### src/hdl/mmuPkg.sv
// shared widths, segment constants and structs of the data MMU, imported by RTL and testbench
`default_nettype none

package mmuPkg;

    // address widths
    typedef logic [31:0] vaddrT;
    typedef logic [31:0] paddrT;

    // page pair number, top 19 bits of an address
    typedef logic [18:0] vpn2T;
    typedef logic [19:0] pfnT;
    typedef logic [7:0]  asidT;
    typedef logic [2:0]  cacheAttrT;

    localparam int TLB_INDEX_W = 4;
    typedef logic [TLB_INDEX_W-1:0] tlbIndexT;

    // only this attribute maps to a cached access
    localparam cacheAttrT CACHE_CACHEABLE = 3'd3;

    // segment boundaries
    localparam vaddrT KSEG0_BASE = 32'h8000_0000;
    localparam vaddrT KSEG1_BASE = 32'hA000_0000;
    localparam vaddrT KSEG2_BASE = 32'hC000_0000;

    // one half of a page pair, EntryLo layout
    typedef struct packed {
        pfnT       pfn;
        cacheAttrT cacheAttr;
        logic      dirty;     // page writable
        logic      valid;
    } pageLoT;

    // one TLB slot
    // the global flag is the AND of both EntryLo G bits
    typedef struct packed {
        vpn2T   vpn2;
        asidT   asid;
        logic   isGlobal;
        pageLoT even;         // selected by vaddr[12] == 0
        pageLoT odd;
    } tlbEntryT;

    // CP0 view used by TLBWI and TLBP
    typedef struct packed {
        vpn2T   vpn2;         // EntryHi
        asidT   asid;         // also the current address space
        logic   global0;
        logic   global1;
        pageLoT lo0;
        pageLoT lo1;
    } cp0TlbRegsT;

    // data access request, load and store exclusive
    typedef struct packed {
        vaddrT vaddr;
        logic  load;
        logic  store;
    } memReqT;

    // TLB exception flags
    typedef struct packed {
        logic rdRefill;
        logic rdInvalid;
        logic wrRefill;
        logic wrInvalid;
        logic modified;
    } tlbExcT;

endpackage

`default_nettype wire

### src/hdl/accessCheck.sv
// combinational segment decode, physical address, cache attribute and TLB exception check
`timescale 1ns/1ps
`default_nettype none

module accessCheck
    import mmuPkg::*;
(
    input  memReqT   req,
    input  asidT     curAsid,
    input  tlbEntryT bufEntry,
    input  logic     bufInTlb,
    input  logic     tlbStall,
    output logic     needLookup,
    output paddrT    paddr,
    output logic     cached,
    output logic     accessValid,
    output tlbExcT   exc
);

    logic   access;
    logic   inKseg0;
    logic   inKseg1;
    logic   mapped;
    logic   noEntry;
    pageLoT page;

    assign access = req.load | req.store;

    // unmapped kernel windows
    assign inKseg0 = (req.vaddr >= KSEG0_BASE) && (req.vaddr < KSEG1_BASE);
    assign inKseg1 = (req.vaddr >= KSEG1_BASE) && (req.vaddr < KSEG2_BASE);
    assign mapped  = !(inKseg0 || inKseg1);

    assign needLookup = access && mapped;

    // even or odd half of the pair
    assign page = req.vaddr[12] ? bufEntry.odd : bufEntry.even;

    // refill when nothing was found or the entry belongs to another space
    assign noEntry = !bufInTlb ||
                     ((bufEntry.asid != curAsid) && !bufEntry.isGlobal);

    always_comb begin
        if (inKseg0) begin
            paddr  = req.vaddr - KSEG0_BASE;
            cached = 1'b1;
        end else if (inKseg1) begin
            paddr  = req.vaddr - KSEG1_BASE;
            cached = 1'b0;
        end else begin
            paddr  = {page.pfn, req.vaddr[11:0]};
            cached = (page.cacheAttr == CACHE_CACHEABLE);
        end
    end

    // first matching rule wins
    always_comb begin
        exc         = '0;
        accessValid = 1'b0;
        if (!access || tlbStall) begin
            accessValid = 1'b0;           // nothing to report yet
        end else if (!mapped) begin
            accessValid = 1'b1;
        end else if (noEntry) begin
            exc.rdRefill = req.load;
            exc.wrRefill = req.store;
        end else if (!page.valid) begin
            exc.rdInvalid = req.load;
            exc.wrInvalid = req.store;
        end else if (req.store && !page.dirty) begin
            exc.modified = 1'b1;          // store to a clean page
        end else begin
            accessValid = 1'b1;
        end
    end

endmodule

`default_nettype wire

### src/hdl/dataMmu.sv
// top level of the data-side address translator, connecting TLB, buffer, FSM and access check
`timescale 1ns/1ps
`default_nettype none

module dataMmu
    import mmuPkg::*;
#(
    parameter int tlbEntries = 16
) (
    input  logic       clk,
    input  logic       rstN,
    input  memReqT     req,
    input  cp0TlbRegsT cp0Regs,
    input  tlbIndexT   cp0Index,
    input  logic       tlbWrite,     // TLBWI strobe
    input  logic       tlbProbe,     // TLBP level
    output paddrT      paddr,
    output logic       cached,
    output logic       accessValid,
    output logic       tlbStall,
    output tlbExcT     exc,
    output logic       probeFound,
    output tlbIndexT   probeIndex
);

    vpn2T     searchVpn2;
    logic     searchFound;
    tlbIndexT searchIndex;
    tlbEntryT searchEntry;
    logic     needLookup;
    logic     bufMatch;
    logic     bufWrite;
    tlbEntryT bufEntry;
    logic     bufInTlb;

    tlbArray #(
        .tlbEntries(tlbEntries)
    ) uTlbArray (
        .clk        (clk),
        .rstN       (rstN),
        .write      (tlbWrite),
        .writeIndex (cp0Index),
        .writeRegs  (cp0Regs),
        .searchVpn2 (searchVpn2),
        .searchAsid (cp0Regs.asid),
        .searchFound(searchFound),
        .searchIndex(searchIndex),
        .searchEntry(searchEntry)
    );

    // a TLB write is the only flush source
    tlbBuffer uTlbBuffer (
        .clk     (clk),
        .rstN    (rstN),
        .load    (bufWrite),
        .clear   (tlbWrite),
        .vpn2    (req.vaddr[31:13]),
        .entry   (searchEntry),
        .found   (searchFound),
        .match   (bufMatch),
        .bufEntry(bufEntry),
        .bufInTlb(bufInTlb)
    );

    refillControl uRefillControl (
        .clk       (clk),
        .rstN      (rstN),
        .needLookup(needLookup),
        .bufMatch  (bufMatch),
        .probe     (tlbProbe),
        .reqVpn2   (req.vaddr[31:13]),
        .probeVpn2 (cp0Regs.vpn2),
        .searchVpn2(searchVpn2),
        .bufWrite  (bufWrite),
        .tlbStall  (tlbStall)
    );

    accessCheck uAccessCheck (
        .req        (req),
        .curAsid    (cp0Regs.asid),
        .bufEntry   (bufEntry),
        .bufInTlb   (bufInTlb),
        .tlbStall   (tlbStall),
        .needLookup (needLookup),
        .paddr      (paddr),
        .cached     (cached),
        .accessValid(accessValid),
        .exc        (exc)
    );

    // probe results come straight off the search port
    assign probeFound = searchFound;
    assign probeIndex = searchIndex;

endmodule

`default_nettype wire

### src/hdl/refillControl.sv
// idle/search FSM that stalls on a buffer miss, refills the buffer and picks the search key
`timescale 1ns/1ps
`default_nettype none

module refillControl
    import mmuPkg::*;
(
    input  logic clk,
    input  logic rstN,
    input  logic needLookup,    // mapped access present
    input  logic bufMatch,
    input  logic probe,         // TLBP in progress
    input  vpn2T reqVpn2,
    input  vpn2T probeVpn2,
    output vpn2T searchVpn2,
    output logic bufWrite,
    output logic tlbStall
);

    typedef enum logic {
        IDLE,
        SEARCH
    } stateT;

    stateT state;
    stateT nextState;
    logic  miss;

    assign miss = needLookup && !bufMatch;

    // miss in cycle N gives search in N+1, buffer loaded at its end
    always_comb begin
        if (miss) begin
            nextState = SEARCH;
        end else begin
            nextState = IDLE;
        end
    end

    always_ff @(posedge clk) begin
        if (!rstN) begin
            state <= IDLE;
        end else begin
            state <= nextState;
        end
    end

    assign bufWrite = (state == SEARCH);
    assign tlbStall = miss;       // held until the buffer matches

    // probes share the data search port
    assign searchVpn2 = probe ? probeVpn2 : reqVpn2;

    // TLBP and a data access never share a cycle
    probeWithoutAccess: assert property (
        @(posedge clk) disable iff (!rstN)
        probe |-> !needLookup
    ) else $error("probe issued during a mapped access");

endmodule

`default_nettype wire

### src/hdl/tlbArray.sv
// TLB entry storage with an indexed write port and a combinational associative search port
`timescale 1ns/1ps
`default_nettype none

module tlbArray
    import mmuPkg::*;
#(
    parameter int tlbEntries = 16
) (
    input  logic       clk,
    input  logic       rstN,
    input  logic       write,
    input  tlbIndexT   writeIndex,
    input  cp0TlbRegsT writeRegs,
    input  vpn2T       searchVpn2,
    input  asidT       searchAsid,
    output logic       searchFound,
    output tlbIndexT   searchIndex,
    output tlbEntryT   searchEntry
);

    tlbEntryT               entries [tlbEntries];
    tlbEntryT               newEntry;
    logic [tlbEntries-1:0]  hit;

    // entry as TLBWI stores it
    always_comb begin
        newEntry.vpn2     = writeRegs.vpn2;
        newEntry.asid     = writeRegs.asid;
        newEntry.isGlobal = writeRegs.global0 & writeRegs.global1;
        newEntry.even     = writeRegs.lo0;
        newEntry.odd      = writeRegs.lo1;
    end

    always_ff @(posedge clk) begin
        if (!rstN) begin
            for (int i = 0; i < tlbEntries; i++) begin
                entries[i] <= '0;   // all pages invalid
            end
        end else if (write) begin
            entries[writeIndex] <= newEntry;
        end
    end

    // per-slot compare, asid ignored for global entries
    always_comb begin
        for (int i = 0; i < tlbEntries; i++) begin
            hit[i] = (entries[i].vpn2 == searchVpn2) &&
                     ((entries[i].asid == searchAsid) || entries[i].isGlobal);
        end
    end

    // walk downwards so the lowest matching slot wins
    always_comb begin
        searchFound = 1'b0;
        searchIndex = '0;
        searchEntry = '0;
        for (int i = tlbEntries - 1; i >= 0; i--) begin
            if (hit[i]) begin
                searchFound = 1'b1;
                searchIndex = tlbIndexT'(i);
                searchEntry = entries[i];
            end
        end
    end

    // slots beyond tlbEntries do not exist
    writeIndexInRange: assert property (
        @(posedge clk) disable iff (!rstN)
        write |-> (int'(writeIndex) < tlbEntries)
    ) else $error("TLB write index %0d out of range", writeIndex);

endmodule

`default_nettype wire

### src/hdl/tlbBuffer.sv
// one-entry translation buffer holding the last refilled page pair for the data port
`timescale 1ns/1ps
`default_nettype none

module tlbBuffer
    import mmuPkg::*;
(
    input  logic     clk,
    input  logic     rstN,
    input  logic     load,       // refill from the search port
    input  logic     clear,      // TLB contents changed
    input  vpn2T     vpn2,
    input  tlbEntryT entry,
    input  logic     found,
    output logic     match,
    output tlbEntryT bufEntry,
    output logic     bufInTlb
);

    vpn2T     storedVpn2;
    tlbEntryT storedEntry;
    logic     storedInTlb;

    // clear wins over a load in the same cycle
    always_ff @(posedge clk) begin
        if (!rstN || clear) begin
            storedVpn2  <= '0;
            storedEntry <= '0;
            storedInTlb <= 1'b0;
        end else if (load) begin
            storedVpn2  <= vpn2;      // request vpn2 is kept on a miss too
            storedEntry <= entry;
            storedInTlb <= found;     // only updated on a refill
        end
    end

    // the buffer answers for the vpn2 it was loaded with,
    // whether or not the TLB held an entry for it
    assign match = (storedVpn2 == vpn2);

    assign bufEntry = storedEntry;
    assign bufInTlb = storedInTlb;

endmodule

`default_nettype wire
### config.mk
export PLATFORM = sky130hd
export DESIGN_NAME = dataMmu
export DESIGN_NICKNAME = d
export VERILOG_FILES = /design/src/hdl/mmuPkg.sv /design/src/hdl/accessCheck.sv /design/src/hdl/dataMmu.sv /design/src/hdl/refillControl.sv /design/src/hdl/tlbArray.sv /design/src/hdl/tlbBuffer.sv
export SDC_FILE = /design/constraint.sdc
export NUM_CORES = 2
export LEC_CHECK = 0
export BUFFER_PORTS_ARGS = -buffer_cell sky130_fd_sc_hd__buf_2
export CAP_MARGIN = 20
export CORE_MARGIN = 3
export CORE_UTILIZATION = 55
export DETAILED_ROUTE_END_ITERATION = 8
export HOLD_SLACK_MARGIN = 0.1
export PLACE_DENSITY = 0.83
export SLEW_MARGIN = 10
export SYNTH_ARGS = -nofsm -noshare
export SYNTH_HDL_FRONTEND = slang
export SYNTH_SLANG_ARGS = --single-unit
### constraint.sdc
create_clock -name clk -period 8.2 [get_ports clk]
set_input_delay 1.64 -clock clk [delete_from_list [all_inputs] [get_ports clk]]
set_output_delay 1.64 -clock clk [all_outputs]
set_load 0.03 [all_outputs]
==> results.md <==
* Avg Inst Size Synth at 11.7 sq um
* Nets at 5,564
* Critical path type: primary input to output pin
* Status: completed
* CP Max Fanout at 65
* Async set-or-reset flop fraction in the synthesized netlist at 0
* Final wirelength at 232,000 um
* Worst Skew at about 0.046 ns
* Post-CTS setup buffers at 0
* Fraction of layout cells with a size suffix above 1 at 0.110
* IO Pins at 166
* Die width at 352 um
* Total power at approximately 15 mW
* WL/cell at 32.3 um
* Initial antenna violation count at 23
* Vias in the first global route at 49.2k
* Top post-synthesis cells by area: edfxtp_1 57%, and3_1 9.3%, xnor2_1 3.5%, clkbuf_1 3.0%, and2_1 3.0%
* Worst skew pair latency at between 0.7 and 0.8 ns
* Post-layout minimum cycle time at a little under 8 ns
* Power Density at 214 mW/mm^2
* Ys flop type: edfxtp_1
* Gpl congestion at roughly 0.99
* RSZ-0062 raised after global routing: false
* Final slew viol count at 0
* Buffers on Ports at 165
* Synthesized Nets at 5,744
* Initial Util at 0.556
* Drt pass-1 iters at 8
* Slowest cell on crit path: buf_4
* Die area at 0.124 sq mm
* Post-CTS Resized at 0
* Max clock buf depth at 3
* Crit. End Element: output pin
* Total number of vias at 51.1k
* CTS root buf: clkbuf_16
* Die Span Y at ~350 um
* Post-route design area at 0.0723 sq mm
* Yosys reg bits at approximately 1.3k
* Period Utilization, post-route at 0.937
* Core footprint at 0.118 sq mm
* Post-CTS Hold Buffers at 0
* Pin count of the biggest net entering global routing at about 240
* Final Hold Vio Count at 0
* Clk slew on worst S/H paths at 0.06 ns
* Antenna viol nets, final at 0
* Maxcap violations at 0
* HPWL after detailed placement at 130,000 um
* Clock net sink count at 1,328
* Worst Path Buf+Inv at 4
* Pin slew with the least headroom to its limit at 1.40 ns
* H-tree Lvls at 4
* Min-Delay Path Class: flip-flop to flip-flop
* Critical path cell sequence: buf_2 > buf_12 > mux2i_4 > xor2_1 > nand4_1 > nor4_1 > nand2_2 > buf_4 > o211ai_1 > a31oi_1 > o211ai_1 > a31oi_1 > buf_2
* Final hold slack at 0.519 ns
* Total GRT Usage at 0.361
* Leak at around 27 nW
* Slew HR at 0.0694
* TritonCTS clock tree: built
* Crit path DAT at 6.04 ns
* CP top delay family: buffers and inverters
* Aggregate global routing overflow at 0
* Drt initial violations at roughly 9.6k
* Max incr delay on CP at about 0.76 ns
* Yosys cell types at 70
* FMAX at between 100 and 150 MHz
* Post-synthesis cell area at 0.0659 sq mm
* Drc violations at 0
* Peak supply drop at 0.190 mV
* Warnings, synthesis at 0
* Data required time of the worst path at 6.56 ns
* Top cell type's share of synthesized area at 0.569
* Sequential share of the synthesized area at 0.593
* Num CTS Buffers at roughly 140
* Post-Synthesis Cells at between 5k and 6k
* Final setup violation count at 0
* First-pass GRT wire length at between 300,000 and 400,000 um
* P&R area growth vs syn at 9.81%
* Placed cell area at 0.0677 sq mm
* Rows at ~130
* Vias per Instance at 7.13
* Leading area contributor after synthesis: edfxtp_1
* Post-synth EDFFs at 1,248
* Crit path launch type: primary input
## kinds of logic after synthesis
group           Yosys count  share of synthesized area
buf+inv                 711                     0.0446
flops                  1328                      0.593
fa+ha+maj                 2                   0.000380
simple gates           2120                      0.183
xor+xnor                459                     0.0610
compound gates          896                     0.0986
mux                     105                     0.0196
## worst reg2reg max path: stages (launching register included)
cell and delay [ns]:
edfxtp_1 0.44, xnor2_1 0.22, nor4_1 0.10, nand2_2 0.14
buf_4 0.36, a2bb2oi_4 0.63, buf_4 0.73, and2_2 0.76
buf_4 0.40, a32oi_1 0.30, o211ai_1 0.31, a31oi_1 0.14
## cell usage in the layout (no fill, tap or decap), drive strengths merged, types with 21 or more instances in the layout
cell	count
dfxtp	80
a311o	47
clkbuf	202
buf	317
a31oi	104
nor2	181
and2	315
nor3	129
nand2	221
edfxtp	1248
nor4	88
nand3	86
clkinv	45
o2111ai	61
mux2i	105
o21ai	246
nand4	35
xnor2	260
o211ai	56
o311a	49
and3	976
o21a	49
a311oi	51
xor2	199
a21oi	21
a32oi	55
a22oi	50
or3	62
inv	76
## synth_stat cells, types with 61 or more instances
cell type     n
a31oi_1     104
and2_1      315
and3_1      976
buf_2        64
clkbuf_1    533
dfxtp_1      80
edfxtp_1   1248
inv_1        71
mux2i_1      86
nand2_1     221
nand3_1      86
nor2_1      180
nor3_1      128
nor4_1       86
o2111ai_1    61
o21ai_0     229
or3_1        62
xnor2_1     260
xor2_1      199
## path summary, 6_finish.rpt
check,depth (start not counted),slack (ns),to,from
worst max register to register,11,3.51,uTlbBuffer.bufEntry[23],uTlbArray.entries[6][75]
worst min register to register,2,0.52,uTlbBuffer.storedVpn2[2],uTlbBuffer.storedVpn2[2]
worst max-delay path,13,0.52,probeIndex[0],tlbProbe
worst min-delay path,2,0.52,uTlbBuffer.storedVpn2[2],uTlbBuffer.storedVpn2[2]
## metrics by stage
| step | TNS [ns] | util | instances | worst slack (ns) |
|---|---|---|---|---|
| 5_1_grt | 0 | 0.611 | 7159 | 0.465 |
| 4_1_cts | 0 | 0.610 | 7155 | 0.707 |
| 3_3_place_gp | 0 | 0.572 | 6897 | 0.787 |
| 6_report | 0 | 0.611 | 7168 | 0.519 |
| 2_1_floorplan | -38.34 | - | 5621 | -0.246 |
| 3_5_place_dp | 0 | 0.572 | 6897 | 0.719 |
## registers in the layout, summed over array words and instances (netlist names)
signal	cells
uRefillControl.bufWrite	1
uTlbArray.entries	1248
uTlbBuffer.bufEntry	59
uTlbBuffer.bufInTlb	1
uTlbBuffer.storedVpn2	19
## where the power goes
group	switching, mW	internal (mW)
logic	0.821	0.303
registers	0.192	7.79
clock network	2.75	3.62
total	3.77	11.7
## layout make-up
class,instances,area (sq um)
Timing Repair Buffer,318,2110
Multi-Input combinational cell,3582,24300
Antenna cell,10,25.0
Clock buffer,201,3990
Tap cell,1600,2000
Fill cell,8871,46100
Clock inverter,57,571
Sequential cell,1328,39100
Inverter,72,270
## layer usage
metal,wire length [um],global-route usage,vias up
li1,-,-,20712
met5,77,0,-
met4,17800,0.232,12
met1,78800,0.462,24472
met3,36600,0.125,1124
met2,98500,0.523,4803
Power figures use the tool's default switching activity.
